## src/apb_pkg.sv

```systemverilog
// APB bus types and the register map of the clock and reset generator.
// Requests and responses travel as one packed struct each.

`default_nettype none

package apb_pkg;

  localparam int APB_AW = 8;
  localparam int APB_DW = 32;

  typedef struct packed {
    logic              psel;
    logic              penable;
    logic              pwrite;
    logic [APB_AW-1:0] paddr;
    logic [APB_DW-1:0] pwdata;
  } apb_req_t;

  typedef struct packed {
    logic [APB_DW-1:0] prdata;
    logic              pready;
    logic              pslverr;
  } apb_rsp_t;

  // Register offsets
  localparam logic [APB_AW-1:0] REG_CTRL        = 8'h00;
  localparam logic [APB_AW-1:0] REG_DIV_PER     = 8'h04;
  localparam logic [APB_AW-1:0] REG_DIV_CLUSTER = 8'h08;
  localparam logic [APB_AW-1:0] REG_DIV_AUX     = 8'h0C;
  localparam logic [APB_AW-1:0] REG_STATUS      = 8'h10;
  localparam logic [APB_AW-1:0] REG_ID          = 8'h14;

endpackage

`default_nettype wire

```

## src/clk_rst_pkg.sv

```systemverilog
// Shared parameters and types of the clock and reset generator.
// Covers dividers, their configuration and status, and the domain reset vector.
// Import with a wildcard in the module header where these names are used.

`default_nettype none

package clk_rst_pkg;

  localparam int NUM_DIV         = 3;   // Peripheral, cluster, auxiliary
  localparam int DIV_W           = 16;
  localparam int RST_SYNC_STAGES = 3;

  localparam logic [DIV_W-1:0] DIV_DEFAULT = 16'd4;    // Divide value out of reset
  localparam logic [31:0]      ID_VALUE    = 32'hC1C0_0100;

  // Position of each divider in the configuration and status arrays
  typedef enum logic [1:0] {
    DIV_PER     = 2'd0,
    DIV_CLUSTER = 2'd1,
    DIV_AUX     = 2'd2
  } div_idx_e;

  // Divider configuration whose strobe is high for one cycle per write
  typedef struct packed {
    logic [DIV_W-1:0] value;
    logic             update;
  } div_cfg_t;

  typedef struct packed {
    logic pending;   // New value buffered but not yet in use
  } div_stat_t;

  // Active-low domain resets with glob in bit 0
  typedef struct packed {
    logic cluster;
    logic per;
    logic soc;
    logic glob;
  } rst_vec_t;

endpackage

`default_nettype wire
```

## src/clk_rst_gen.sv

```systemverilog
// Clock and reset generator top level.
// One APB register block steers three divided clocks and four domain
// resets. Only the global reset ignores the debug reset request.

`timescale 1ns/10ps
`default_nettype none

module clk_rst_gen
  import clk_rst_pkg::*;
  import apb_pkg::*;
(
  input  logic     clk,
  input  logic     rst_n_i,
  input  logic     test_mode_i,
  input  logic     rst_dm_i,        // Debug reset request pin
  input  apb_req_t apb_i,
  output apb_rsp_t apb_o,
  output logic     clk_per_o,
  output logic     clk_cluster_o,
  output logic     clk_aux_o,
  output rst_vec_t rst_vec_o
);

  div_cfg_t  [NUM_DIV-1:0] div_cfg;
  div_stat_t [NUM_DIV-1:0] div_stat;
  logic      [NUM_DIV-1:0] gate;
  logic      [NUM_DIV-1:0] div_clk;
  logic                    dm_req_reg;
  logic                    dm_req;
  logic                    chip_req;
  rst_vec_t                rst_vec;

  assign chip_req = !rst_n_i;
  assign dm_req   = dm_req_reg || rst_dm_i;   // Register bit or pin

  clk_rst_regs i_regs (
    .clk        ( clk         ),
    .rst_n_i    ( rst_n_i     ),
    .apb_i      ( apb_i       ),
    .apb_o      ( apb_o       ),
    .div_cfg_o  ( div_cfg     ),
    .gate_o     ( gate        ),
    .dm_req_o   ( dm_req_reg  ),
    .div_stat_i ( div_stat    ),
    .rst_vec_i  ( rst_vec     )
  );

  for (genvar i = 0; i < NUM_DIV; i++) begin : g_div
    clk_int_div i_div (
      .clk     ( clk         ),
      .rst_n_i ( rst_n_i     ),
      .cfg_i   ( div_cfg[i]  ),
      .gate_i  ( gate[i]     ),
      .clk_o   ( div_clk[i]  ),
      .stat_o  ( div_stat[i] )
    );
  end

  assign clk_per_o     = div_clk[DIV_PER];
  assign clk_cluster_o = div_clk[DIV_CLUSTER];
  assign clk_aux_o     = div_clk[DIV_AUX];

  rst_sync i_rst_glob (
    .clk (clk), .rst_n_i (rst_n_i), .rst_req_i (chip_req),
    .test_mode_i (test_mode_i), .rst_n_o (rst_vec.glob)
  );

  rst_sync i_rst_soc (
    .clk (clk), .rst_n_i (rst_n_i), .rst_req_i (chip_req || dm_req),
    .test_mode_i (test_mode_i), .rst_n_o (rst_vec.soc)
  );

  rst_sync i_rst_per (
    .clk (clk), .rst_n_i (rst_n_i), .rst_req_i (chip_req || dm_req),
    .test_mode_i (test_mode_i), .rst_n_o (rst_vec.per)
  );

  rst_sync i_rst_cluster (
    .clk (clk), .rst_n_i (rst_n_i), .rst_req_i (chip_req || dm_req),
    .test_mode_i (test_mode_i), .rst_n_o (rst_vec.cluster)
  );

  assign rst_vec_o = rst_vec;

endmodule

`default_nettype wire

```

## src/clk_rst_regs.sv

```systemverilog
// APB register block of the clock and reset generator.
// Holds gate enables, the debug reset request and the three divide values,
// pulses a divider's update strobe on each write to its register and
// reads back divider and reset status. No wait states.

`timescale 1ns/10ps
`default_nettype none

module clk_rst_regs
  import clk_rst_pkg::*;
  import apb_pkg::*;
(
  input  logic                    clk,
  input  logic                    rst_n_i,
  input  apb_req_t                apb_i,
  output apb_rsp_t                apb_o,
  output div_cfg_t  [NUM_DIV-1:0] div_cfg_o,
  output logic      [NUM_DIV-1:0] gate_o,
  output logic                    dm_req_o,
  input  div_stat_t [NUM_DIV-1:0] div_stat_i,
  input  rst_vec_t                rst_vec_i
);

  logic [NUM_DIV-1:0] gate_q;
  logic               dm_q;
  logic [DIV_W-1:0]   div_q [NUM_DIV];
  logic [NUM_DIV-1:0] upd_q;     // Update strobes one cycle after the write

  logic               access;
  logic               mapped;
  logic               read_only;
  logic               div_hit;
  div_idx_e           div_sel;
  logic               bad;
  logic               wr_ok;
  logic [APB_DW-1:0]  rdata;
  logic [APB_DW-1:0]  ctrl_word;
  logic [APB_DW-1:0]  status_word;

  assign access = apb_i.psel && apb_i.penable;

  always_comb begin
    ctrl_word                = '0;
    ctrl_word[NUM_DIV-1:0]   = gate_q;
    ctrl_word[8]             = dm_q;
  end

  always_comb begin
    status_word = '0;
    for (int i = 0; i < NUM_DIV; i++) begin
      status_word[i] = div_stat_i[i].pending;
    end
    status_word[11:8] = rst_vec_i;   // Bit 8 is the global reset
  end

  // Address decode and read mux
  always_comb begin
    mapped    = 1'b1;
    read_only = 1'b0;
    div_hit   = 1'b0;
    div_sel   = DIV_PER;
    rdata     = '0;
    case (apb_i.paddr)
      REG_CTRL:        rdata = ctrl_word;
      REG_DIV_PER: begin
        div_hit = 1'b1;
        div_sel = DIV_PER;
      end
      REG_DIV_CLUSTER: begin
        div_hit = 1'b1;
        div_sel = DIV_CLUSTER;
      end
      REG_DIV_AUX: begin
        div_hit = 1'b1;
        div_sel = DIV_AUX;
      end
      REG_STATUS: begin
        read_only = 1'b1;
        rdata     = status_word;
      end
      REG_ID: begin
        read_only = 1'b1;
        rdata     = ID_VALUE;
      end
      default:         mapped = 1'b0;
    endcase
    if (div_hit) begin
      rdata = APB_DW'(div_q[div_sel]);
    end
  end

  assign bad   = !mapped || (apb_i.pwrite && read_only);
  assign wr_ok = access && apb_i.pwrite && !bad;

  assign apb_o = '{
    prdata:  access ? rdata : '0,
    pready:  1'b1,                 // Never stalls
    pslverr: access && bad
  };

  always_ff @(posedge clk) begin
    if (!rst_n_i) begin
      gate_q <= '0;
      dm_q   <= 1'b0;
      upd_q  <= '0;
      for (int i = 0; i < NUM_DIV; i++) begin
        div_q[i] <= DIV_DEFAULT;
      end
    end else begin
      upd_q <= '0;
      if (wr_ok && (apb_i.paddr == REG_CTRL)) begin
        gate_q <= apb_i.pwdata[NUM_DIV-1:0];
        dm_q   <= apb_i.pwdata[8];
      end
      if (wr_ok && div_hit) begin
        div_q[div_sel] <= apb_i.pwdata[DIV_W-1:0];
        upd_q[div_sel] <= 1'b1;
      end
    end
  end

  always_comb begin
    for (int i = 0; i < NUM_DIV; i++) begin
      div_cfg_o[i] = '{value: div_q[i], update: upd_q[i]};
    end
  end

  assign gate_o   = gate_q;
  assign dm_req_o = dm_q;

  // An access phase is always preceded by a selected setup phase
  a_penable_psel: assert property (@(posedge clk) disable iff (!rst_n_i)
    $rose(apb_i.penable) |-> apb_i.psel);

endmodule

`default_nettype wire

```

## src/rst_sync.sv

```systemverilog
// Reset synchronizer for one reset domain, running on clk.
// A request pulls the output low on the next edge and release is delayed
// by RST_SYNC_STAGES cycles. Test mode passes rst_n_i straight through.

`timescale 1ns/10ps
`default_nettype none

module rst_sync
  import clk_rst_pkg::*;
(
  input  logic clk,
  input  logic rst_n_i,
  input  logic rst_req_i,     // Active high reset request
  input  logic test_mode_i,
  output logic rst_n_o
);

  logic [RST_SYNC_STAGES-1:0] sync_q;

  // Ones shift in from bit 0 once the request is gone
  always_ff @(posedge clk) begin
    if (!rst_n_i || rst_req_i) begin
      sync_q <= '0;
    end else begin
      sync_q <= {sync_q[RST_SYNC_STAGES-2:0], 1'b1};
    end
  end

  assign rst_n_o = test_mode_i ? rst_n_i : sync_q[RST_SYNC_STAGES-1];

  // Functional mode holds the domain in reset right after any request
  a_req_low: assert property (@(posedge clk) disable iff (test_mode_i)
    rst_req_i |=> !rst_n_o);

endmodule

`default_nettype wire

```

## src/clk_int_div.sv

```systemverilog
// Integer clock divider running in the clk domain with a registered output.
// With value D the output is high for D and low for D cycles, and 0 acts as 1.
// New values wait in a one-entry buffer and are taken where a low phase begins.
// The gate only acts in the low phase, so high pulses are never cut short.

`timescale 1ns/10ps
`default_nettype none

module clk_int_div
  import clk_rst_pkg::*;
(
  input  logic      clk,
  input  logic      rst_n_i,
  input  div_cfg_t  cfg_i,
  input  logic      gate_i,
  output logic      clk_o,
  output div_stat_t stat_o
);

  logic [DIV_W-1:0] div_act_q;    // Value of the running period
  logic [DIV_W-1:0] buf_q;
  logic             pending_q;
  logic [DIV_W-1:0] cnt_q;        // Cycles spent in the current phase
  logic             clk_q;
  logic [DIV_W-1:0] new_div;
  logic             phase_end;
  logic             hold;
  logic             swap;
  logic [DIV_W-1:0] hi_run_q;
  logic [DIV_W+1:0] pend_age_q;

  assign new_div   = (cfg_i.value == '0) ? DIV_W'(1) : cfg_i.value;
  assign phase_end = (cnt_q == div_act_q - DIV_W'(1));
  assign hold      = !clk_q && gate_i;   // Gated and parked in the low phase

  // A held output counts as a fresh low phase, so buffered values still land
  assign swap = pending_q && (hold || (clk_q && phase_end));

  always_ff @(posedge clk) begin
    if (!rst_n_i) begin
      cnt_q     <= '0;
      clk_q     <= 1'b0;
      div_act_q <= DIV_DEFAULT;
    end else begin
      if (hold) begin
        cnt_q <= '0;                     // Rise comes D cycles after ungating
      end else if (phase_end) begin
        cnt_q <= '0;
        clk_q <= !clk_q;
      end else begin
        cnt_q <= cnt_q + DIV_W'(1);
      end
      if (swap) begin
        div_act_q <= buf_q;
      end
    end
  end

  // Lossy buffer where a newer write replaces the older one
  always_ff @(posedge clk) begin
    if (cfg_i.update) begin
      buf_q <= new_div;
    end
  end

  always_ff @(posedge clk) begin
    if (!rst_n_i) begin
      pending_q <= 1'b0;
    end else if (cfg_i.update) begin
      pending_q <= 1'b1;                 // Strobe wins over a same-cycle swap
    end else if (swap) begin
      pending_q <= 1'b0;
    end
  end

  assign clk_o  = clk_q;
  assign stat_o = '{pending: pending_q};

  // Length of the current high pulse so far
  always_ff @(posedge clk) begin
    if (!rst_n_i || !clk_q) begin
      hi_run_q <= '0;
    end else begin
      hi_run_q <= hi_run_q + DIV_W'(1);
    end
  end

  // Cycles a buffered value has waited for its swap
  always_ff @(posedge clk) begin
    if (!rst_n_i || !pending_q || swap) begin
      pend_age_q <= '0;
    end else begin
      pend_age_q <= pend_age_q + (DIV_W+2)'(1);
    end
  end

  a_high_len: assert property (@(posedge clk) disable iff (!rst_n_i)
    clk_q |-> (hi_run_q < div_act_q));

  a_pend_bound: assert property (@(posedge clk) disable iff (!rst_n_i)
    pending_q |-> (pend_age_q <= 2 * ((1 << DIV_W) - 1)));

endmodule

`default_nettype wire

```

## config.mk

```make
export PLATFORM = sky130hd
export DESIGN_NAME = clk_rst_gen
export DESIGN_NICKNAME = d
export VERILOG_FILES = /design/src/apb_pkg.sv /design/src/clk_rst_pkg.sv /design/src/clk_rst_gen.sv /design/src/clk_rst_regs.sv /design/src/rst_sync.sv /design/src/clk_int_div.sv
export SDC_FILE = /design/constraint.sdc
export NUM_CORES = 1
export LEC_CHECK = 0
export BUFFER_PORTS_ARGS = -buffer_cell sky130_fd_sc_hd__buf_2
export CAP_MARGIN = 40
export CORE_MARGIN = 3
export CORE_UTILIZATION = 54
export CTS_BUF_LIST = sky130_fd_sc_hd__clkbuf_4 sky130_fd_sc_hd__clkbuf_8 sky130_fd_sc_hd__clkbuf_16
export DETAILED_ROUTE_END_ITERATION = 16
export PLACE_DENSITY = 0.79
export SETUP_SLACK_MARGIN = 0.3
export SKIP_CTS_REPAIR_TIMING = 1
export SYNTH_ARGS = -nofsm -noshare
export SYNTH_HDL_FRONTEND = slang
export SYNTH_SLANG_ARGS = --single-unit
```

## constraint.sdc

```tcl
create_clock -name clk -period 3.09 [get_ports clk]
set_input_delay 0.309 -clock clk [delete_from_list [all_inputs] [get_ports clk]]
set_output_delay 0.309 -clock clk [all_outputs]
set_load 0.005 [all_outputs]
```

==> results.sh <==
export IMPL_max_slew_margin_pct=47.5
export IMPL_via_count=7836
export IMPL_tritoncts="yes"
export IMPL_setup_ws_ps=159
export IMPL_finalCritPeriodShare_pct=94.9
export IMPL_dp_slack_ps=179
export IMPL_drive_gt1_share_pct=16.8
export IMPL_finalClockSkew_ps=19.0
export IMPL_clkLatencyLatePin_ps=500
export IMPL_rsz0062_at_grt="true"
export IMPL_yosysWarningCount=0
export IMPL_pwr_share_clk_pct=45.3
export IMPL_start_kind="flop"
export IMPL_drt_iter0_drc=740
export IMPL_synth_top_area_share_pct=27.5
export IMPL_synth_edf_count=96
export IMPL_finalSetupTns_ps=0
export IMPL_ys_seq_elements=211
export IMPL_end_kind="flop"
export IMPL_layout_nets=1150
export IMPL_postSynthAreaPerCell_um2=9.68
export IMPL_die_area_um2=21100
export IMPL_report_final_slew_viol_count=0
export IMPL_htreeDepth=1
export IMPL_cp_arrival_ps=3340
export IMPL_gp_congestion=0.912
export IMPL_crit_required_ps=3500
export IMPL_drtPass1Iterations=5
export IMPL_diodes=0
export IMPL_drv_cap=0
export IMPL_die_h_um=145
export IMPL_regToRegSetupSlack_ps=160
export IMPL_ios=88
export IMPL_synth_top_cell_by_area="edfxtp_1"
export IMPL_clock_root_buffer="clkbuf_16"
export IMPL_post_route_cell_area_um2=12000
export IMPL_intPower_mw=4.69
export IMPL_hold_depth=2
export IMPL_synthFlopType="dfxtp_1"
export IMPL_ys_seq_area_share_pct=49.4
export IMPL_syn_area_um2=10500
export IMPL_synth_distinct_cells=76
export IMPL_start_util_pct=55.5
export IMPL_finalWirelength_um=23700
export IMPL_p_comb_share_pct=4.0
export IMPL_rr_worst_depth=10
export IMPL_period_minus_slack_ps=2930
export IMPL_p_seq_share_pct=50.7
export IMPL_async_reset_ff_share_pct=0
export IMPL_post_drt_via_cell_ratio=5.71
export IMPL_final_cell_mix="nand2_1, dfxtp_1, nor2_1"
export IMPL_grt_first_pass_wirelength_um=37200
export IMPL_path_clk_slew_ps=60
export IMPL_grt_max_degree=112
export IMPL_max_freq_mhz=341
export IMPL_fp_row_count=50
export IMPL_swShare_pct=21.7
export IMPL_setup_viol=0
export IMPL_layout_commonest_cell="nand2_1"
export IMPL_grt_pass1_vias=7392
export IMPL_powerDensity_nw_per_um2=501
export IMPL_hold_path_class="primary input to flop"
export IMPL_placed_cell_area_um2=10800
export IMPL_place_hpwl_um=15800
export IMPL_finalHoldViolations=0
export IMPL_drc=0
export IMPL_leakagePower_nw=4.50
export IMPL_area_delta_synth_final_pct=13.9
export IMPL_antenna_found_initial=0
export IMPL_coreArea_um2=18900
export IMPL_crit_path_max_fanout=8
export IMPL_status="finished, final reports clean"
export IMPL_p_sw_mw=1.30
export IMPL_overflow=0
export IMPL_cts_buffer_depth=3
export IMPL_netlist_instances=1083
export IMPL_numPortBuffers=59
export IMPL_fp_dieW_um=145
export IMPL_numCtsBuffers=22
export IMPL_ir_worst_vdd_mv=0.590
export IMPL_grt_usage_pct=21.2
export IMPL_fill_cells=1473
export IMPL_synthTopCellsByArea="edfxtp_1, dfxtp_1, mux2i_1"
export IMPL_cts_sinks=211
export IMPL_wl_per_cell_um=17.3
export IMPL_crit_type="flop to flop"
export IMPL_tightest_slew_ps=779
export IMPL_drtAntennaViolNets=0
## final cells by class
class | instances | area, um^2 | share of cell area (%)
Clock buffer | 30 | 676 | 5.65
Clock inverter | 10 | 86.3 | 0.722
Tap cell | 260 | 325 | 2.72
Multi-Input combinational cell | 744 | 4900 | 41.0
Inverter | 24 | 90.1 | 0.754
Sequential cell | 211 | 5190 | 43.5
Timing Repair Buffer | 94 | 682 | 5.71
## stage by stage
step                power [mW]  utilization [%]  instances  hold WS [ps]
floorplan                 3.25                -       1093           337
global placement          3.32             57.4       1319           409
detailed placement        3.33             57.4       1319           418
CTS                       6.02             61.5       1359         -8.71
global route              6.18             63.3       1373          8.16
finish                    5.99             63.3       1373          14.0
## sequential cells by signal, indices dropped and copies added, names as in the netlist
name,flops
g_div.i_div.buf_q,48
g_div.i_div.clk_o,3
g_div.i_div.cnt_q,48
g_div.i_div.div_act_q,48
g_div.i_div.stat_o,3
i_regs.div_q,48
i_regs.dm_req_o,1
i_regs.gate_o,3
i_regs.upd_q,3
i_rst_glob.sync_q,3
i_rst_per.sync_q,1
i_rst_soc.sync_q,2
## Yosys cell counts (all sizes together), types with 3 or more instances
library cell,instances
ha,6
or4,9
o32ai,4
xor2,45
and3,31
o22ai,4
or3b,3
nand2,111
clkbuf,82
a2111oi,3
a31oi,6
nor2,98
or3,4
or4b,3
xnor2,52
or2,4
a41o,5
o41ai,4
nor2b,13
o21ai,40
nand2b,16
dlygate4sd3,4
a21oi,10
nand3b,4
mux2i,56
inv,24
dfxtp,115
edfxtp,96
and2,39
and4,3
buf,27
nor3,17
nand4,9
nand3,57
a211oi,16
o21a,6
nor4,21
## final timing paths
| path | startpoint | endpoint |
|---|---|---|
| worst min-delay path | rst_dm_i | i_rst_soc.sync_q[0] |
| worst max register to register | g_div[1].i_div.div_act_q[1] | g_div[1].i_div.div_act_q[6] |
| worst min register to register | i_rst_soc.sync_q[1] | i_rst_per.sync_q[2] |
| worst max-delay path | g_div[1].i_div.div_act_q[1] | g_div[1].i_div.div_act_q[6] |
## layer usage
layer	GRT usage, %	wire (um)
met1	29.6	10200
met2	34.3	11100
met3	2.83	1730
met4	7.55	704
met5	0	0
## worst max-delay path, cell delays in order (launching register included)
cell     delay [ps]
dfxtp_2         340
inv_2            70
ha_4            130
or4b_4          530
nor3_2          210
xnor2_1         180
nand2_1         100
or4b_4          530
o32ai_4         360
buf_12          190
mux2i_1         220
## power by group through the flow
stage / Sequential (mW) / Combinational (mW) / Clock, mW
6_report: 3.04 / 0.242 / 2.71
5_1_grt: 3.04 / 0.267 / 2.87
4_1_cts: 3.03 / 0.234 / 2.75
3_5_place_dp: 3.09 / 0.232 / 0
3_3_place_gp: 3.09 / 0.226 / 0
2_1_floorplan: 3.06 / 0.191 / 0
## logic make-up (layout without fill, tap and decap cells)
| kind of cell | Yosys count | after routing | synth area share [%] |
|---|---|---|---|
| AND/OR/NAND/NOR | 449 | 449 | 21.7 |
| other | 2 | 12 | 0.0716 |
| adder cells (fa/ha/maj) | 6 | 6 | 0.716 |
| XOR/XNOR | 97 | 97 | 8.10 |
| buffers and inverters | 138 | 158 | 6.17 |
| multiplexers | 57 | 57 | 5.45 |
| AO/OA/AOI/OAI | 123 | 123 | 8.33 |
| flip-flops | 211 | 211 | 49.4 |
Note: power is estimated with default switching activity, not from simulation.
